`config.mk`:
```
export PLATFORM = sky130hd
export DESIGN_NAME = alu_cluster
export DESIGN_NICKNAME = d
export VERILOG_FILES = /design/src/rtl/cdb_pkg.sv /design/src/rtl/lc3b_types.sv /design/src/rtl/alu_cluster.sv /design/src/rtl/alu_res_station.sv /design/src/rtl/cdb_arbiter.sv /design/src/rtl/lc3b_alu.sv /design/src/rtl/operand_decode.sv
export SDC_FILE = /design/constraint.sdc
export NUM_CORES = 1
export LEC_CHECK = 0
export BUFFER_PORTS_ARGS = -buffer_cell sky130_fd_sc_hd__clkbuf_2
export CAP_MARGIN = 20
export CORE_ASPECT_RATIO = 1.5
export CORE_MARGIN = 2
export CORE_UTILIZATION = 45
export CTS_BUF_LIST = sky130_fd_sc_hd__clkbuf_8 sky130_fd_sc_hd__clkbuf_16
export CTS_CLUSTER_DIAMETER = 60
export CTS_CLUSTER_SIZE = 8
export DETAILED_ROUTE_END_ITERATION = 8
export GPL_ROUTABILITY_DRIVEN = 0
export PLACE_DENSITY = 0.66
export SLEW_MARGIN = 40
export SYNTH_ARGS = -nofsm -noshare
export SYNTH_HDL_FRONTEND = slang
export SYNTH_SLANG_ARGS = --single-unit
```
`constraint.sdc`:
```
create_clock -name clk -period 3.8 [get_ports clk]
set_input_delay 0.38 -clock clk [delete_from_list [all_inputs] [get_ports clk]]
set_output_delay 0.38 -clock clk [all_outputs]
set_load 0.02 [all_outputs]
```
`src/rtl/cdb_pkg.sv`:
```
`default_nettype none

package cdb_pkg;

	localparam int TAG_W = 3;

	typedef logic [TAG_W-1:0] cdb_tag_t;

	// Tag 0 marks an operand whose value is already present
	localparam cdb_tag_t TAG_READY = '0;

	localparam int NUM_STATIONS_DEFAULT = 2;

endpackage

`default_nettype wire

```
`src/rtl/lc3b_types.sv`:
```
`default_nettype none

package lc3b_types;

	typedef logic [15:0] lc3b_word;

	typedef enum logic [3:0] {
		op_br, op_add, op_ldb, op_stb, op_jsr, op_and, op_ldr, op_str,
		op_rti, op_not, op_ldi, op_sti, op_jmp, op_shf, op_lea, op_trap
	} lc3b_opcode;

	typedef enum logic [2:0] {
		alu_add, alu_and, alu_not, alu_lshf, alu_rshfl, alu_rshfa
	} alu_op_t;

	typedef struct packed {
		lc3b_opcode opcode;
		logic [2:0] dr;
		logic [2:0] sr1;
		logic imm;
		logic [1:0] pad;
		logic [2:0] sr2;
	} lc3b_reg_form_t;

	typedef struct packed {
		lc3b_opcode opcode;
		logic [2:0] dr;
		logic [2:0] sr1;
		logic imm;
		logic [4:0] imm5;
	} lc3b_imm_form_t;

	// Bit 5 selects arithmetic, bit 4 selects a right shift
	typedef struct packed {
		lc3b_opcode opcode;
		logic [2:0] dr;
		logic [2:0] sr1;
		logic arith;
		logic dir;
		logic [3:0] imm4;
	} lc3b_shf_form_t;

	typedef union packed {
		lc3b_reg_form_t reg_form;
		lc3b_imm_form_t imm_form;
		lc3b_shf_form_t shf_form;
	} lc3b_instr_u;

endpackage

`default_nettype wire

```
`src/rtl/alu_cluster.sv`:
```
`timescale 1ns/1ns
`default_nettype none

module alu_cluster
	import lc3b_types::*;
	import cdb_pkg::*;
#(
	parameter int NUM_STATIONS = NUM_STATIONS_DEFAULT,
	localparam int SEL_W = (NUM_STATIONS > 1) ? $clog2(NUM_STATIONS) : 1
)
(
	input  logic     clk,
	input  logic     rst_n,
	input  logic     flush,
	input  logic     issue,
	input  lc3b_word instr,
	input  cdb_tag_t dest_tag,
	input  lc3b_word src1_value,
	input  cdb_tag_t src1_tag,
	input  lc3b_word src2_value,
	input  cdb_tag_t src2_tag,
	input  logic     ext_cdb_valid,
	input  cdb_tag_t ext_cdb_tag,
	input  lc3b_word ext_cdb_data,
	output logic     full,
	output logic     cdb_valid,
	output cdb_tag_t cdb_tag,
	output lc3b_word cdb_data
);

	alu_op_t dec_op;
	lc3b_word dec_vj;
	lc3b_word dec_vk;
	cdb_tag_t dec_qj;
	cdb_tag_t dec_qk;

	logic [NUM_STATIONS-1:0] load;
	logic [NUM_STATIONS-1:0] busy;
	logic [NUM_STATIONS-1:0] ready;
	logic [NUM_STATIONS-1:0] grant;
	logic [SEL_W-1:0] sel;
	alu_op_t st_op [NUM_STATIONS];
	lc3b_word st_vj [NUM_STATIONS];
	lc3b_word st_vk [NUM_STATIONS];
	cdb_tag_t [NUM_STATIONS-1:0] st_dest;
	lc3b_word alu_f;

	operand_decode decode (
		.instr(instr), .src1_value(src1_value), .src2_value(src2_value),
		.src1_tag(src1_tag), .src2_tag(src2_tag),
		.ext_cdb_valid(ext_cdb_valid), .ext_cdb_tag(ext_cdb_tag), .ext_cdb_data(ext_cdb_data),
		.cdb_valid(cdb_valid), .cdb_tag(cdb_tag), .cdb_data(cdb_data),
		.op(dec_op), .vj(dec_vj), .vk(dec_vk), .qj(dec_qj), .qk(dec_qk)
	);

	// Issue goes to the lowest free station
	always_comb
	begin
		load = '0;
		for (int i = NUM_STATIONS - 1; i >= 0; i--)
		begin
			if (!busy[i])
			begin
				load = '0;
				load[i] = issue;
			end
		end
	end

	assign full = &busy;

	for (genvar i = 0; i < NUM_STATIONS; i++)
	begin : g_station
		alu_res_station station (
			.clk(clk), .rst_n(rst_n), .flush(flush), .load(load[i]),
			.op(dec_op), .vj(dec_vj), .vk(dec_vk), .qj(dec_qj), .qk(dec_qk),
			.dest_tag(dest_tag),
			.ext_cdb_valid(ext_cdb_valid), .ext_cdb_tag(ext_cdb_tag),
			.ext_cdb_data(ext_cdb_data),
			.cdb_valid(cdb_valid), .cdb_tag(cdb_tag), .cdb_data(cdb_data),
			.grant(grant[i]), .busy(busy[i]), .ready(ready[i]),
			.op_out(st_op[i]), .vj_out(st_vj[i]), .vk_out(st_vk[i]), .dest_out(st_dest[i])
		);
	end

	cdb_arbiter #(.NUM_STATIONS(NUM_STATIONS)) arbiter (
		.clk(clk), .rst_n(rst_n), .flush(flush), .ready(ready),
		.alu_result(alu_f), .dest_tags(st_dest), .grant(grant), .sel(sel),
		.cdb_valid(cdb_valid), .cdb_tag(cdb_tag), .cdb_data(cdb_data)
	);

	lc3b_alu alu (
		.op(st_op[sel]),
		.a(st_vj[sel]),
		.b(st_vk[sel]),
		.f(alu_f)
	);

endmodule

`default_nettype wire

```
`src/rtl/alu_res_station.sv`:
```
`timescale 1ns/1ns
`default_nettype none

module alu_res_station
	import lc3b_types::*;
	import cdb_pkg::*;
(
	input  logic     clk,
	input  logic     rst_n,
	input  logic     flush,
	input  logic     load,
	input  alu_op_t  op,
	input  lc3b_word vj,
	input  lc3b_word vk,
	input  cdb_tag_t qj,
	input  cdb_tag_t qk,
	input  cdb_tag_t dest_tag,
	input  logic     ext_cdb_valid,
	input  cdb_tag_t ext_cdb_tag,
	input  lc3b_word ext_cdb_data,
	input  logic     cdb_valid,
	input  cdb_tag_t cdb_tag,
	input  lc3b_word cdb_data,
	input  logic     grant,
	output logic     busy,
	output logic     ready,
	output alu_op_t  op_out,
	output lc3b_word vj_out,
	output lc3b_word vk_out,
	output cdb_tag_t dest_out
);

	cdb_tag_t qj_r;
	cdb_tag_t qk_r;

	always_ff @(posedge clk)
	begin
		if (!rst_n || flush)
			busy <= 1'b0;
		else if (load)
			busy <= 1'b1;
		else if (grant)
			busy <= 1'b0;
	end

	always_ff @(posedge clk)
	begin
		if (load)
		begin
			op_out   <= op;
			vj_out   <= vj;
			vk_out   <= vk;
			qj_r     <= qj;
			qk_r     <= qk;
			dest_out <= dest_tag;
		end
		else
		begin
			// Tags are unique, so at most one bus can match a waiting operand
			if (qj_r != TAG_READY && ext_cdb_valid && ext_cdb_tag == qj_r)
			begin
				vj_out <= ext_cdb_data;
				qj_r   <= TAG_READY;
			end
			else if (qj_r != TAG_READY && cdb_valid && cdb_tag == qj_r)
			begin
				vj_out <= cdb_data;
				qj_r   <= TAG_READY;
			end

			if (qk_r != TAG_READY && ext_cdb_valid && ext_cdb_tag == qk_r)
			begin
				vk_out <= ext_cdb_data;
				qk_r   <= TAG_READY;
			end
			else if (qk_r != TAG_READY && cdb_valid && cdb_tag == qk_r)
			begin
				vk_out <= cdb_data;
				qk_r   <= TAG_READY;
			end
		end
	end

	assign ready = busy && qj_r == TAG_READY && qk_r == TAG_READY;

endmodule

`default_nettype wire

```
`src/rtl/cdb_arbiter.sv`:
```
`timescale 1ns/1ns
`default_nettype none

module cdb_arbiter
	import lc3b_types::*;
	import cdb_pkg::*;
#(
	parameter int NUM_STATIONS = NUM_STATIONS_DEFAULT,
	localparam int SEL_W = (NUM_STATIONS > 1) ? $clog2(NUM_STATIONS) : 1
)
(
	input  logic                       clk,
	input  logic                       rst_n,
	input  logic                       flush,
	input  logic [NUM_STATIONS-1:0]    ready,
	input  lc3b_word                   alu_result,
	input  cdb_tag_t [NUM_STATIONS-1:0] dest_tags,
	output logic [NUM_STATIONS-1:0]    grant,
	output logic [SEL_W-1:0]           sel,
	output logic                       cdb_valid,
	output cdb_tag_t                   cdb_tag,
	output lc3b_word                   cdb_data
);

	// Scanning downward leaves the lowest ready station as the winner
	always_comb
	begin
		grant = '0;
		sel = '0;
		for (int i = NUM_STATIONS - 1; i >= 0; i--)
		begin
			if (ready[i])
			begin
				grant = '0;
				grant[i] = 1'b1;
				sel = SEL_W'(i);
			end
		end
	end

	always_ff @(posedge clk)
	begin
		if (!rst_n || flush)
			cdb_valid <= 1'b0;
		else
			cdb_valid <= |ready;
	end

	always_ff @(posedge clk)
	begin
		if (|ready)
		begin
			cdb_tag  <= dest_tags[sel];
			cdb_data <= alu_result;
		end
	end

endmodule

`default_nettype wire

```
`src/rtl/lc3b_alu.sv`:
```
`timescale 1ns/1ns
`default_nettype none

module lc3b_alu
	import lc3b_types::*;
(
	input  alu_op_t  op,
	input  lc3b_word a,
	input  lc3b_word b,
	output lc3b_word f
);

	always_comb
	begin
		case (op)
			alu_add:
				f = a + b;
			alu_and:
				f = a & b;
			alu_not:
				f = ~a;
			alu_lshf:
				f = a << b[3:0];
			alu_rshfl:
				f = a >> b[3:0];
			// Sign bit fills from the left
			alu_rshfa:
				f = lc3b_word'($signed(a) >>> b[3:0]);
			default:
				f = a + b;
		endcase
	end

endmodule

`default_nettype wire

```
`src/rtl/operand_decode.sv`:
```
`timescale 1ns/1ns
`default_nettype none

module operand_decode
	import lc3b_types::*;
	import cdb_pkg::*;
(
	input  lc3b_instr_u instr,
	input  lc3b_word    src1_value,
	input  lc3b_word    src2_value,
	input  cdb_tag_t    src1_tag,
	input  cdb_tag_t    src2_tag,
	input  logic        ext_cdb_valid,
	input  cdb_tag_t    ext_cdb_tag,
	input  lc3b_word    ext_cdb_data,
	input  logic        cdb_valid,
	input  cdb_tag_t    cdb_tag,
	input  lc3b_word    cdb_data,
	output alu_op_t     op,
	output lc3b_word    vj,
	output lc3b_word    vk,
	output cdb_tag_t    qj,
	output cdb_tag_t    qk
);

	// A source broadcast in the issue cycle would be missed by the station otherwise
	function automatic void resolve(input cdb_tag_t tag, input lc3b_word value,
			output lc3b_word v, output cdb_tag_t q);
		v = value;
		q = tag;
		if (tag != TAG_READY && ext_cdb_valid && ext_cdb_tag == tag)
		begin
			v = ext_cdb_data;
			q = TAG_READY;
		end
		else if (tag != TAG_READY && cdb_valid && cdb_tag == tag)
		begin
			v = cdb_data;
			q = TAG_READY;
		end
	endfunction

	always_comb
	begin
		resolve(src1_tag, src1_value, vj, qj);
		resolve(src2_tag, src2_value, vk, qk);
		op = alu_add;
		case (instr.reg_form.opcode)
			op_and:
				op = alu_and;
			op_not:
				op = alu_not;
			op_shf:
				if (!instr.shf_form.dir)
					op = alu_lshf;
				else if (instr.shf_form.arith)
					op = alu_rshfa;
				else
					op = alu_rshfl;
			default:
				op = alu_add;
		endcase

		if (instr.reg_form.opcode == op_shf)
		begin
			vk = {12'b0, instr.shf_form.imm4};
			qk = TAG_READY;
		end
		else if (instr.reg_form.opcode == op_not)
		begin
			vk = '0;
			qk = TAG_READY;
		end
		else if (instr.reg_form.imm)
		begin
			vk = {{11{instr.imm_form.imm5[4]}}, instr.imm_form.imm5};
			qk = TAG_READY;
		end
	end

endmodule

`default_nettype wire

```
==> run summary, run 1 <==
Final number of hold-violating endpoints: 0. TritonCTS created 9 clock buffers. The pin slew with the least headroom to its limit is 740.5 ps. The worst setup path is launched from a flip-flop. CTS built an H-tree with a depth of 3. The largest net degree at the start of global routing was 42.

The final layout contains routed wiring with a total length of 38030 microns. When the netlist entered floorplanning its net count stood at 1344. The first global-routing pass estimated 57590 microns of wire.

Counting cells, the worst reg-to-reg path comes to 13. CTS root buffer: clkbuf_16. For the finished layout cell area, the log shows 11950 sq um.

At the end of the flow, the number of nets in the layout was 1439. After detailed routing, the number of remaining DRC violations is 0. The post-detailed-route wirelength per cell was 23.40 microns; the die width was 128.5 microns.

Counting stages on the worst path, the most repeated cell is nor2_4. After detailed routing, the number of vias per cell comes to 6.506. For the data arrival time of the critical path, the log shows 3800 ps. After synthesis, the netlist uses 93 different library cells. Counting every sink on the clock net gives 110. Slowest stage cell on the critical path: a222oi_1.

Per report_power, the clock group accounts for 26.9% of the total. At the worst endpoint, the required time is 3910 ps. The worst-case IR drop observed on VDD is 0.2024 mV. The net switching share of the total power is 34.86%.

STA classifies the critical path endpoint as a flip-flop. In this run the register-to-register setup slack is 110 ps. TritonCTS built the clock tree.

Portion of the clock cycle consumed by the worst path in the final layout: 97.08%. The sequential share of the synthesized area came out at 31.29%. The total standard cell area after synthesis is 10460 sq um, and the maximum fanout encountered on the critical timing path is 8. The post-synthesis average cell area came out at 8.403 sq um. The setup path with the least slack is of type reg -> reg.

The signal on the critical path passes through nor2_4 > and4_4 > nor2_4 > buf_6 > buf_12 > buf_4 > nand2_1 > nand2_2 > ha_4 > mux2_2 > a222oi_1 > o211ai_1 > a2111o_1. Static timing analysis puts the maximum clock frequency at 271.1 MHz. The tools report the count of pins over their slew limit as 0. The region available for standard cell placement spans 22890 sq um.

The first routing iteration left 997 violations. The ratio of total power to cell area was 309.8 nW/um^2. In the synthesized netlist, the number of instances is 1245.

The number of max-capacitance violations reported is 0. The worst hold path belongs to the class in -> reg. The combinational cell fraction of total power was 32.9%. The initial utilization of the core area, before any placement, comes to 45.71%. Counting flops with an async set or reset pin after synthesis yields a share of 0%.

Cell internal power was estimated by the tool at 2.411 mW. The tools report the residual overflow from global routing as 0. The number of antenna violations at the first check in global routing came out at 0. Measured against its own limit, the worst slew margin works out to 50.11%. The count of buffers added on input and output ports is 95. The most used flip-flop cell after synthesis is edfxtp_1.

After layout, the minimum clock period comes to 3689 ps. During synthesis, Yosys emitted a total of 0 warnings. The share of post-route cells with drive strength above 1 came out at 21.49%. The total net switching power is 1.290 mW, and the die height is 190.7 microns. The number of instances on the worst hold path came out at 1. The logs give 11380 sq um for the cell area reported after detailed placement and 10.87 ps for the final setup skew.

The run finished with clean final reports. The die covers 24510 sq um. The first TritonRoute pass finished after 5 iterations.

During I/O placement, the number of pins put on the boundary was 102. Measured on the finished design, the core utilization comes to 52.20%. For the worst-skew pair, the clock arrives at the later sink with an insertion delay of 370 ps. The synthesized design contains 107 enable-type register cells. The floorplan has 68 rows.

The clock-pin transition on the worst setup and hold timing paths works out to 70 ps. The leakage power was 4.537 nW; the overall routing resource usage was 30.81%. The total setup violations reported at the end of the flow came out at 0. The count of nets left with antenna violations once routing finished came out at 0.

The logs give 2150 for the number of inserted filler cells in the final layout and 9942 for the via count of the first global-routing pass. The number of antenna diodes in the final layout is 0. The synthesized design contains 110 register bits. Registers are responsible for 40.2% of the overall power.

Detailed placement finished with a half-perimeter wire length of 28020 microns. The maximum buffer depth of the clock tree came out at 2. On the worst path, the slowest cell contributes a delay of 480 ps. Across all layers, the routed design uses 10570 vias. From synthesis to final layout, the design area changed by 14.21%.
-- kinds of logic after synthesis --
kind of cell | synth area share, %
multiplexers | 16.45
flip-flops | 31.29
AND/OR/NAND/NOR | 19.56
adder cells (fa/ha/maj) | 2.225
AO/OA/AOI/OAI | 22.69
buffers and inverters | 4.784
XOR/XNOR | 3.014
-- sequential cells by signal, indices dropped and copies added, names as in the netlist --
register and count:
arbiter.cdb_tag 3, g_station.station.qk_r 6, g_station.station.dest_out 6, g_station.station.op_out 6, g_station.station.busy 2, arbiter.cdb_valid 1
g_station.station.vj_out 32, g_station.station.vk_out 32, arbiter.cdb_data 16, g_station.station.qj_r 6
-- path summary, 6_finish.rpt --
path / from / to
worst max register to register: g_station[0].station.qj_r[0] / arbiter.cdb_data[13]
worst min register to register: g_station[1].station.dest_out[1] / arbiter.cdb_tag[1]
worst min-delay path: dest_tag[2] / g_station[1].station.dest_out[2]
worst max-delay path: g_station[0].station.qj_r[0] / arbiter.cdb_data[13]
-- critical path: cells and delay by family (launching register included) --
| kind | cells | cell delay, ps |
|---|---|---|
| compound gates | 3 | 1180 |
| fa+ha+maj | 1 | 290 |
| buf+inv | 3 | 420 |
| flops | 1 | 470 |
| mux | 1 | 320 |
| simple gates | 5 | 740 |
-- timing repair --
action                     CTS  global route
setup buffers                3            11
gates resized for setup      4            19
pin swaps                    4             9
setup endpoints to repair    2            12
gates cloned                 0             2
hold buffers                 0             0
-- power groups by stage --
stage	Sequential, mW	Clock (mW)	Combinational (mW)
3_5_place_dp	1.51	0	1.15
5_1_grt	1.49	1.04	1.32
3_3_place_gp	1.51	0	1.14
4_1_cts	1.48	0.989	1.16
6_report	1.49	0.995	1.22
2_1_floorplan	1.49	0	0.787
-- cells in the mapped netlist, types with 5 or more instances --
library cell,n,area (sq um)
o21bai_1,5,37.54
clkbuf_1,46,172.7
nor2b_1,23,143.9
buf_1,8,30.03
o21ai_0,127,635.6
nand3_1,29,145.1
nand2b_1,5,31.28
a211oi_1,22,165.2
o21ai_1,6,30.03
nor2_1,92,345.3
a41oi_1,5,43.79
nand2_1,193,724.4
a21oi_1,100,500.5
a21o_1,6,45.04
inv_1,21,78.83
edfxtp_1,107,3213
o21a_1,5,37.54
buf_6,7,78.83
buf_2,22,110.1
mux2_2,52,585.6
a31oi_1,8,50.05
a221oi_1,8,70.07
nor3_1,20,100.1
o211ai_1,26,195.2
xor2_1,15,131.4
xnor2_1,21,183.9
nand4_1,12,75.07
and2_1,10,62.56
ha_1,17,212.7
mux2i_1,100,1001
a22oi_1,6,45.04
and3_1,13,81.33
-- metrics by stage --
| stage | cells | hold slack, ps | power [mW] | TNS (ps) | setup WS [ps] |
|---|---|---|---|---|---|
| 3_3_place_gp | 1593 | 490.2 | 2.649 | -17.14 | -17.14 |
| 5_1_grt | 1625 | 202.0 | 3.848 | -1.135 | -1.135 |
| 2_1_floorplan | 1245 | 478.9 | 2.276 | 0 | 18.72 |
| 3_5_place_dp | 1593 | 493.5 | 2.664 | -95.42 | -74.77 |
| 6_report | 1625 | 204.3 | 3.702 | 0 | 110.9 |
| 4_1_cts | 1612 | 200.0 | 3.635 | 0 | 26.04 |
-- cell usage in the layout, fill, tap and decap left out, types with 22 or more instances in the layout --
cell | netlist | routed
edfxtp_1 | 107 | 107
nor2b_1 | 23 | 23
mux2i_1 | 100 | 99
nand2_1 | 193 | 187
nand3_1 | 29 | 29
o211ai_1 | 26 | 26
buf_4 | 2 | 65
nor2_1 | 92 | 90
a211oi_1 | 22 | 22
mux2_2 | 52 | 52
o21ai_0 | 127 | 124
clkbuf_2 | 0 | 95
a21oi_1 | 100 | 100
-- per-layer routing --
layer | GRT usage, % | part of all wire, % | up-vias
met3 | 4.602 | 7.0 | 159
met5 | 0 | 0 | -
met4 | 14.92 | 5.9 | 0
li1 | - | - | 4827
met1 | 38.42 | 39 | 5018
met2 | 51.92 | 48 | 568
-- area by class of cell --
type | count | area [sq um] | share of cell area (%)
well taps | 280 | 350.3 | 2.932
flip-flops and latches | 110 | 3273 | 27.40
multi-input cells | 1025 | 6810 | 57.00
inverters | 25 | 93.84 | 0.7854
clock buffers | 9 | 225.2 | 1.885
clock inverters | 7 | 72.57 | 0.6074
repair buffers | 169 | 1122 | 9.394
No activity file was read; power rests on OpenSTA's default activity.
==> run 2, diff against run 1 <==
--- a/config.mk
+++ b/config.mk
@@ -7,7 +7,7 @@
 export LEC_CHECK = 0
 export BUFFER_PORTS_ARGS = -buffer_cell sky130_fd_sc_hd__clkbuf_2
 export CAP_MARGIN = 20
-export CORE_ASPECT_RATIO = 1.5
+export CORE_ASPECT_RATIO = 1.75
 export CORE_MARGIN = 2
 export CORE_UTILIZATION = 45
 export CTS_BUF_LIST = sky130_fd_sc_hd__clkbuf_8 sky130_fd_sc_hd__clkbuf_16
==> run 2 against run 1 <==
Total power is 0.35% higher; via count is 1.3% lower; final cell count is 0.62% higher; non-clock buffer count is 10 lower.
==> run summary, run 2 (synthesis gave the netlist of run 1 again) <==
CTS saw 110 sinks. Clock buffer count from CTS: 9. The maximum fanout encountered on the critical timing path is 13, and the met3 track demand over resource is 4.490%. The repair_antennas step left the layout with diodes totalling 0. The tools report the DRC marker count from the first detailed-route iteration as 968. The number of nets in the layout was 1429; the total setup violations reported at the end of the flow was 0. The clock reaches the later pin of the worst-skew pair after 370 ps.

The share of post-route cells with drive strength above 1 came out at 20.45%. The count of pins over their slew limit was 0; the total area of sequential cells was 3273 sq um. The die height works out to 205.7 microns. The number of vias in the routed layout was 10440; the post-synthesis to final-layout area growth was 13.41%.

The multi-input combinational cells in the finished layout cover a total of 6795 sq um. The flow ran to the end, and the final reports show no timing, DRC or antenna violations. The post-route non-filler standard cell count came out at 1635. Across the run, the number of max-cap violations was 0. In the global route stage, met2 resource usage came out at 54.39%. The worst supply voltage drop on vdd is 0.3374 mV. The logs give 6 for the number of detailed-route iterations in the first pass and 102 for the I/O pin count. The number of antenna violations at the first check in global routing was 0.

The placed wire-length estimate is 28500 microns, and the number of cells on the worst reg-to-reg path is 13. The maximum clock rate was 276.1 MHz. Leaving out fill and tap cells, the most frequent cells in the layout are nand2_1 (192), o21ai_0 (125), edfxtp_1 (107). The class of the most critical hold timing path is in -> reg.

The total overflow left after global routing is 0. The overall routing resource usage is 30.76%. The post-layout minimum cycle time was 3622 ps.

The setup path with the least slack is of type reg -> reg. The run gives 10230 as the via count of the first global-routing pass. After clock tree synthesis, the flow added hold-fix buffers numbering 0. The most common library cell in the layout ignoring fill and taps is nand2_1. The tools report the CTS root buffer as clkbuf_16. After detailed routing, the average wire length per cell comes to 22.99 microns. For this run, design rule violations remaining after detail routing come to 0. STA classifies the critical path endpoint as a flip-flop. Summed over all cells, the static leakage comes to 4.480 nW. The wire length of the first global-routing pass was 57690 microns.

The full die area came out at 24530 sq um. Headroom to the max-slew limit came out at 46.88%. Counting the fill cells in the layout gives 2146.

The worst setup path is launched from a flip-flop. For this configuration, the core starts out at a cell density of 46.00%. Hold timing on the final database bottoms out at a slack of 200.2 ps. The endpoint required time on the critical path was 3900 ps. The clock-pin transition on the worst setup and hold timing paths came out at 80 ps. Setup repair after global routing left no endpoint under its margin. The largest registers in the layout are g_station.station.vj_out: 32 flops, g_station.station.vk_out: 32 flops, arbiter.cdb_data: 16 flops. The finished layout cell area is 11860 sq um.

Buffers placed on the I/O ports in this run total 95. Detailed-route wire length: 37580 microns. The met1 usage was 34.03%; the number of instances on the worst hold path was 1. For the worst setup path, the data arrival time is 3720 ps.

In this run the standard cell core region covers 22740 sq um. The layer flagged by global routing as most heavily used is met2. The run gives 0 ps as the setup TNS after final layout. TritonCTS built the clock tree.

The remaining number of nets flagged by the antenna check after routing is 0, and the portion of the clock cycle consumed by the worst path in the final layout is 95.32%. In this run the cell area measured after placement is 11420 sq um. Row generation in the floorplan step produced 73 rows. The clock passes through at most 2 buffers. For the pin with the worst max-slew slack, the measured transition is 792.1 ps.

The floorplan step set the die width to 119.3 microns. For the final database, setup skew stands at 8.173 ps. The final number of hold-violating endpoints is 0. Post-detailed-route via-to-cell ratio: 6.385. Largest net degree at the start of global routing: 41. The design draws 3.715 mW.

Ratio of total power to cell area: 313.1 nW/um^2. CTS built an H-tree with a depth of 3. After detailed placement, the design holds a cell count of 1611.
## run 2: cell types whose count changed in the layout (fill, tap and decap cells not counted), moves of 2 or more
cell / delta
nand2_2: -5
ha_4: -2
nand2_1: +5
clkinvlp_4: -2
clkbuf_16: -2
buf_6: -3
ha_1: +2
buf_4: -5
## run 2: timing repair
item,4_1_cts,5_1_grt
resized for setup,0,12
setup endpoints to repair,0,10
setup buffers,0,8
## run 2: worst paths after layout
check	from	endpoint	slack [ps]
worst max-delay path	g_station[1].station.qj_r[1]	arbiter.cdb_data[3]	180
worst min-delay path	dest_tag[2]	g_station[1].station.dest_out[2]	200
worst max register to register	g_station[1].station.qj_r[1]	arbiter.cdb_data[3]	180
worst min register to register	g_station[1].station.dest_out[0]	arbiter.cdb_tag[0]	520
## run 2: routing by layer
layer / part of all wire, % / vias up
met1: 36 / 4953
met3: 6.2 / 161
met2: 50 / 514
li1: - / 4811
met5: 0 / -
met4: 6.9 / 0
## run 2: stage by stage
stage / util (%) / setup WS, ps
after global placement: 50.18 / 122.8
after detailed placement: 50.20 / 92.52
after CTS: 51.60 / 74.53
after floorplan: - / 18.72
after global routing: 52.16 / 25.33
final: 52.16 / 178.0
## run 2: area by class of cell
type | instances | share of cell area, %
clock inverters | 7 | 0.8015
multi-input cells | 1025 | 57.28
repair buffers | 159 | 8.479
flip-flops and latches | 110 | 27.59
inverters | 25 | 0.7910
clock buffers | 9 | 1.898
well taps | 300 | 3.164
## run 2: worst max-delay path: stages, from the launching register on
cell	delay [ps]
edfxtp_1	450
nor3_4	260
and4b_1	270
buf_12	170
nand2_8	120
nand2_1	110
nand2_1	100
ha_1	300
nand2_1	80
or4_4	530
and3_1	220
xnor2_1	180
o21ai_0	100
or3_1	450
## run 2: power breakdown
| group | internal, mW | total (mW) | switching, mW |
|---|---|---|---|
| clock | 0.580 | 1.03 | 0.447 |
| sequential | 1.42 | 1.50 | 0.0724 |
| combinational | 0.461 | 1.19 | 0.730 |
| total | 2.46 | 3.71 | 1.25 |
==> run 3, diff against run 2 <==
--- a/config.mk
+++ b/config.mk
@@ -15,7 +15,7 @@
 export CTS_CLUSTER_SIZE = 8
 export DETAILED_ROUTE_END_ITERATION = 8
 export GPL_ROUTABILITY_DRIVEN = 0
-export PLACE_DENSITY = 0.66
+export PLACE_DENSITY = 0.7
 export SLEW_MARGIN = 40
 export SYNTH_ARGS = -nofsm -noshare
 export SYNTH_HDL_FRONTEND = slang
==> run 3 against run 2 <==
Sequential power hardly changed; cell area is 0.48% higher; non-clock buffer count is 17 higher; largest power group unchanged; clock power is 7% lower; critical endpoint is now arbiter.cdb_data[5]; combinational power hardly changed.
==> run summary, run 3 (synthesis gave the netlist of run 1 again) <==
For the final routed database, the setup TNS stands at 0 ps. Setup repair after global routing left no endpoint under its margin. After the flow finishes, the layout carries non-filler instances totaling 1652.

The path class of the tightest hold or removal check is in -> reg. After the last flow step, the layout net total stands at 1446. Sum of buffers and inverters on the critical path: 2. The internal power of the cells totals 2.407 mW.

The first TritonRoute pass finished after 6 iterations. In this run the critical register-to-register path is captured at arbiter.cdb_data[5]. The top cell types in the final layout, fill and taps aside, are nand2_1 (191), o21ai_0 (125), edfxtp_1 (107). The run gives 4.547 nW as the leakage power.

Slowest stage cell on the critical path: edfxtp_1. The die height was 205.7 microns. Max-cap violations in this run came to 0.

In this run the count of I/O pins placed on the die edge is 102. TritonCTS built the clock tree. The kind of start point of the critical path is a flip-flop.

Number of vias in the routed layout: 10700. Dividing the detail-routed via count by the number of cells gives 6.476. In this run the remaining antenna-violating nets after routing total 0. The kind of cell adding the most delay to the critical path was compound AO/OA/AOI/OAI gates.

The peak per-stage delay on the critical path was 430 ps. The library cell used most frequently in the layout, excluding fill and tap cells, is nand2_1. For the portion of total power attributed to sequential cells, the log shows 40.7%. The via count of the first global-routing pass is 10230. The startpoint identified for the worst register-to-register timing path is g_station[1].station.qk_r[2].

The pin slew with the least headroom to its limit was 840.5 ps; the die width was 119.3 microns. The logs give 0 for the final number of hold-violating endpoints and 24530 sq um for the full die area. After the first detailed-routing iteration, the DRC count stood at 1028. The repair_antennas step left the layout with diodes totalling 0. After clock tree synthesis, the clock-pin slew on the worst setup and hold paths is 80 ps. The tools report the launch point of the critical path as g_station[1].station.qk_r[2]. The ratio of total power to cell area was 308.3 nW/um^2.

Maximum buffer depth of the clock tree: 2. Of the total power, combinational logic draws 33.3%. STA classifies the critical path endpoint as a flip-flop. Data on the critical path is required at its endpoint by 3920 ps. The total overflow left after global routing is 0. In this run the register-to-register setup slack is 140 ps. The number of antenna violations at the first check in global routing is 0, and the initial cell density of the core is 46.00%.

Based on the critical path, the design can be clocked at up to 273.3 MHz. In the finished design, the share of the clock period the worst path needs comes to 96.30%. For the worst-skew pair, the clock arrives at the later sink with an insertion delay of 370 ps. The finished layout cell area is 11920 sq um. In this run, CTS created clock tree buffers numbering 9.

During placement, the flow inserted port buffers numbering 95. The number of cells on the worst reg-to-reg path works out to 13. In the final layout, the registers with the most flip-flops are g_station.station.vj_out: 32 flops, g_station.station.vk_out: 32 flops, arbiter.cdb_data: 16 flops. In the final routed layout, each cell accounts on average for 23.19 microns. Once layout is complete, the utilization of the core stands at 52.42%. Counting buffers and inverters, the worst setup path is 13 cells deep. Between clock sinks in the finished design, the worst skew comes to 9.436 ps. The design draws 3.675 mW.

The detailed-route wire length is 38310 microns. The signal on the critical path passes through nor3_4 > nand4b_4 > buf_4 > o21ai_0 > and2_1 > clkinv_1 > ha_1 > a21oi_1 > and3_1 > o21bai_1 > a211oi_1 > nor2_1 > a221o_1. The clock tree synthesis step divided the H-tree into 3 levels. The count of pins over their slew limit was 0. Relative to the synthesized area, the layout overhead comes to 13.96%.

The run gives 1626 as the placed cell count. In this run the clock root is driven by a clkbuf_16. The overall routing resource usage is 31.14%, and the wire length of the first global-routing pass is 58280 microns. Destination of the critical timing path: arbiter.cdb_data[5]. For the finished layout, the period the worst path requires is 3660 ps. The cell area reported after detailed placement was 11510 sq um.

The worst-case IR drop observed on VDD is 0.3973 mV. The worst setup path is of the reg -> reg kind. For this design the total switching power over the nets is 1.268 mW. Of the total power, the clock network draws 26.0%. The flow ran to the end, and the final reports show no timing, DRC or antenna violations. After detailed routing, the number of remaining DRC violations is 0. The logs give 3780 ps for the data arrival time of the critical path and 73 for the number of rows in the core area.

Of the total power, the share spent switching nets is 34.50%. For the placed wire-length estimate, the log shows 28620 microns. The normalized max-slew margin came out at 43.37%. Clock tree synthesis found a total of 110 sinks. The core region is 22740 sq um. The number of instances on the worst hold path was 1; the total setup violations reported at the end of the flow was 0.

The share of post-route cells with drive strength above 1 was 21.30%. Of all nets on the critical path, the largest fanout is 6. The run gives 41 as the largest net degree at the start of global routing.
run 3: cell count changes in the layout (fill, tap and decap cells not counted), moves of 2 or more:
cell     before  now
a21oi_2       0    2
nor2_4        5    3
buf_4        60   77
buf_12        4    2
run 3: cell type report:
cell class | instances | area, sq um
clock buffers | 9 | 225.2
clock inverters | 7 | 63.81
fillers | 2128 | 10820
inverters | 25 | 93.84
multi-input cells | 1025 | 6760
flip-flops and latches | 110 | 3273
well taps | 300 | 375.4
repair buffers | 176 | 1130
run 3: through the flow:
stage	hold slack, ps	setup slack [ps]
2_1_floorplan	478.9	18.72
3_3_place_gp	488.7	162.5
3_5_place_dp	501.1	103.6
4_1_cts	191.7	36.11
5_1_grt	208.9	7.841
6_report	204.5	140.4
run 3: power groups by stage:
stage	clock network, mW	logic [mW]	registers [mW]
global placement	0	1.14	1.52
CTS	0.965	1.17	1.49
floorplan	0	0.787	1.49
detailed placement	0	1.16	1.52
global route	1.00	1.32	1.50
finish	0.955	1.22	1.50
run 3: how the worst min path moves through the flow:
stage,from,to,slack [ps]
after detailed placement,g_station[1].station.dest_out[2],arbiter.cdb_tag[2],500
after global placement,g_station[1].station.dest_out[1],arbiter.cdb_tag[1],490
after floorplan,dest_tag[0],g_station[0].station.dest_out[0],480
after CTS,dest_tag[2],g_station[1].station.dest_out[2],190
after global routing,dest_tag[2],g_station[1].station.dest_out[2],210
final,dest_tag[2],g_station[1].station.dest_out[2],200
run 3: timing repair:
action | in CTS | in global routing
endpoints found under the setup margin | 0 | 8
hold endpoints to repair | 0 | 0
setup buffers | 0 | 9
gates resized for setup | 0 | 8
hold buffers | 0 | 0
run 3: layer usage:
| layer | vias to the layer above | GRT usage, % | wire length, microns |
|---|---|---|---|
| met5 | - | 0 | 0 |
| met1 | 5026 | 34.30 | 13450 |
| met3 | 200 | 4.157 | 2747 |
| met4 | 0 | 19.81 | 2838 |
| met2 | 625 | 55.95 | 19270 |
| li1 | 4848 | - | - |
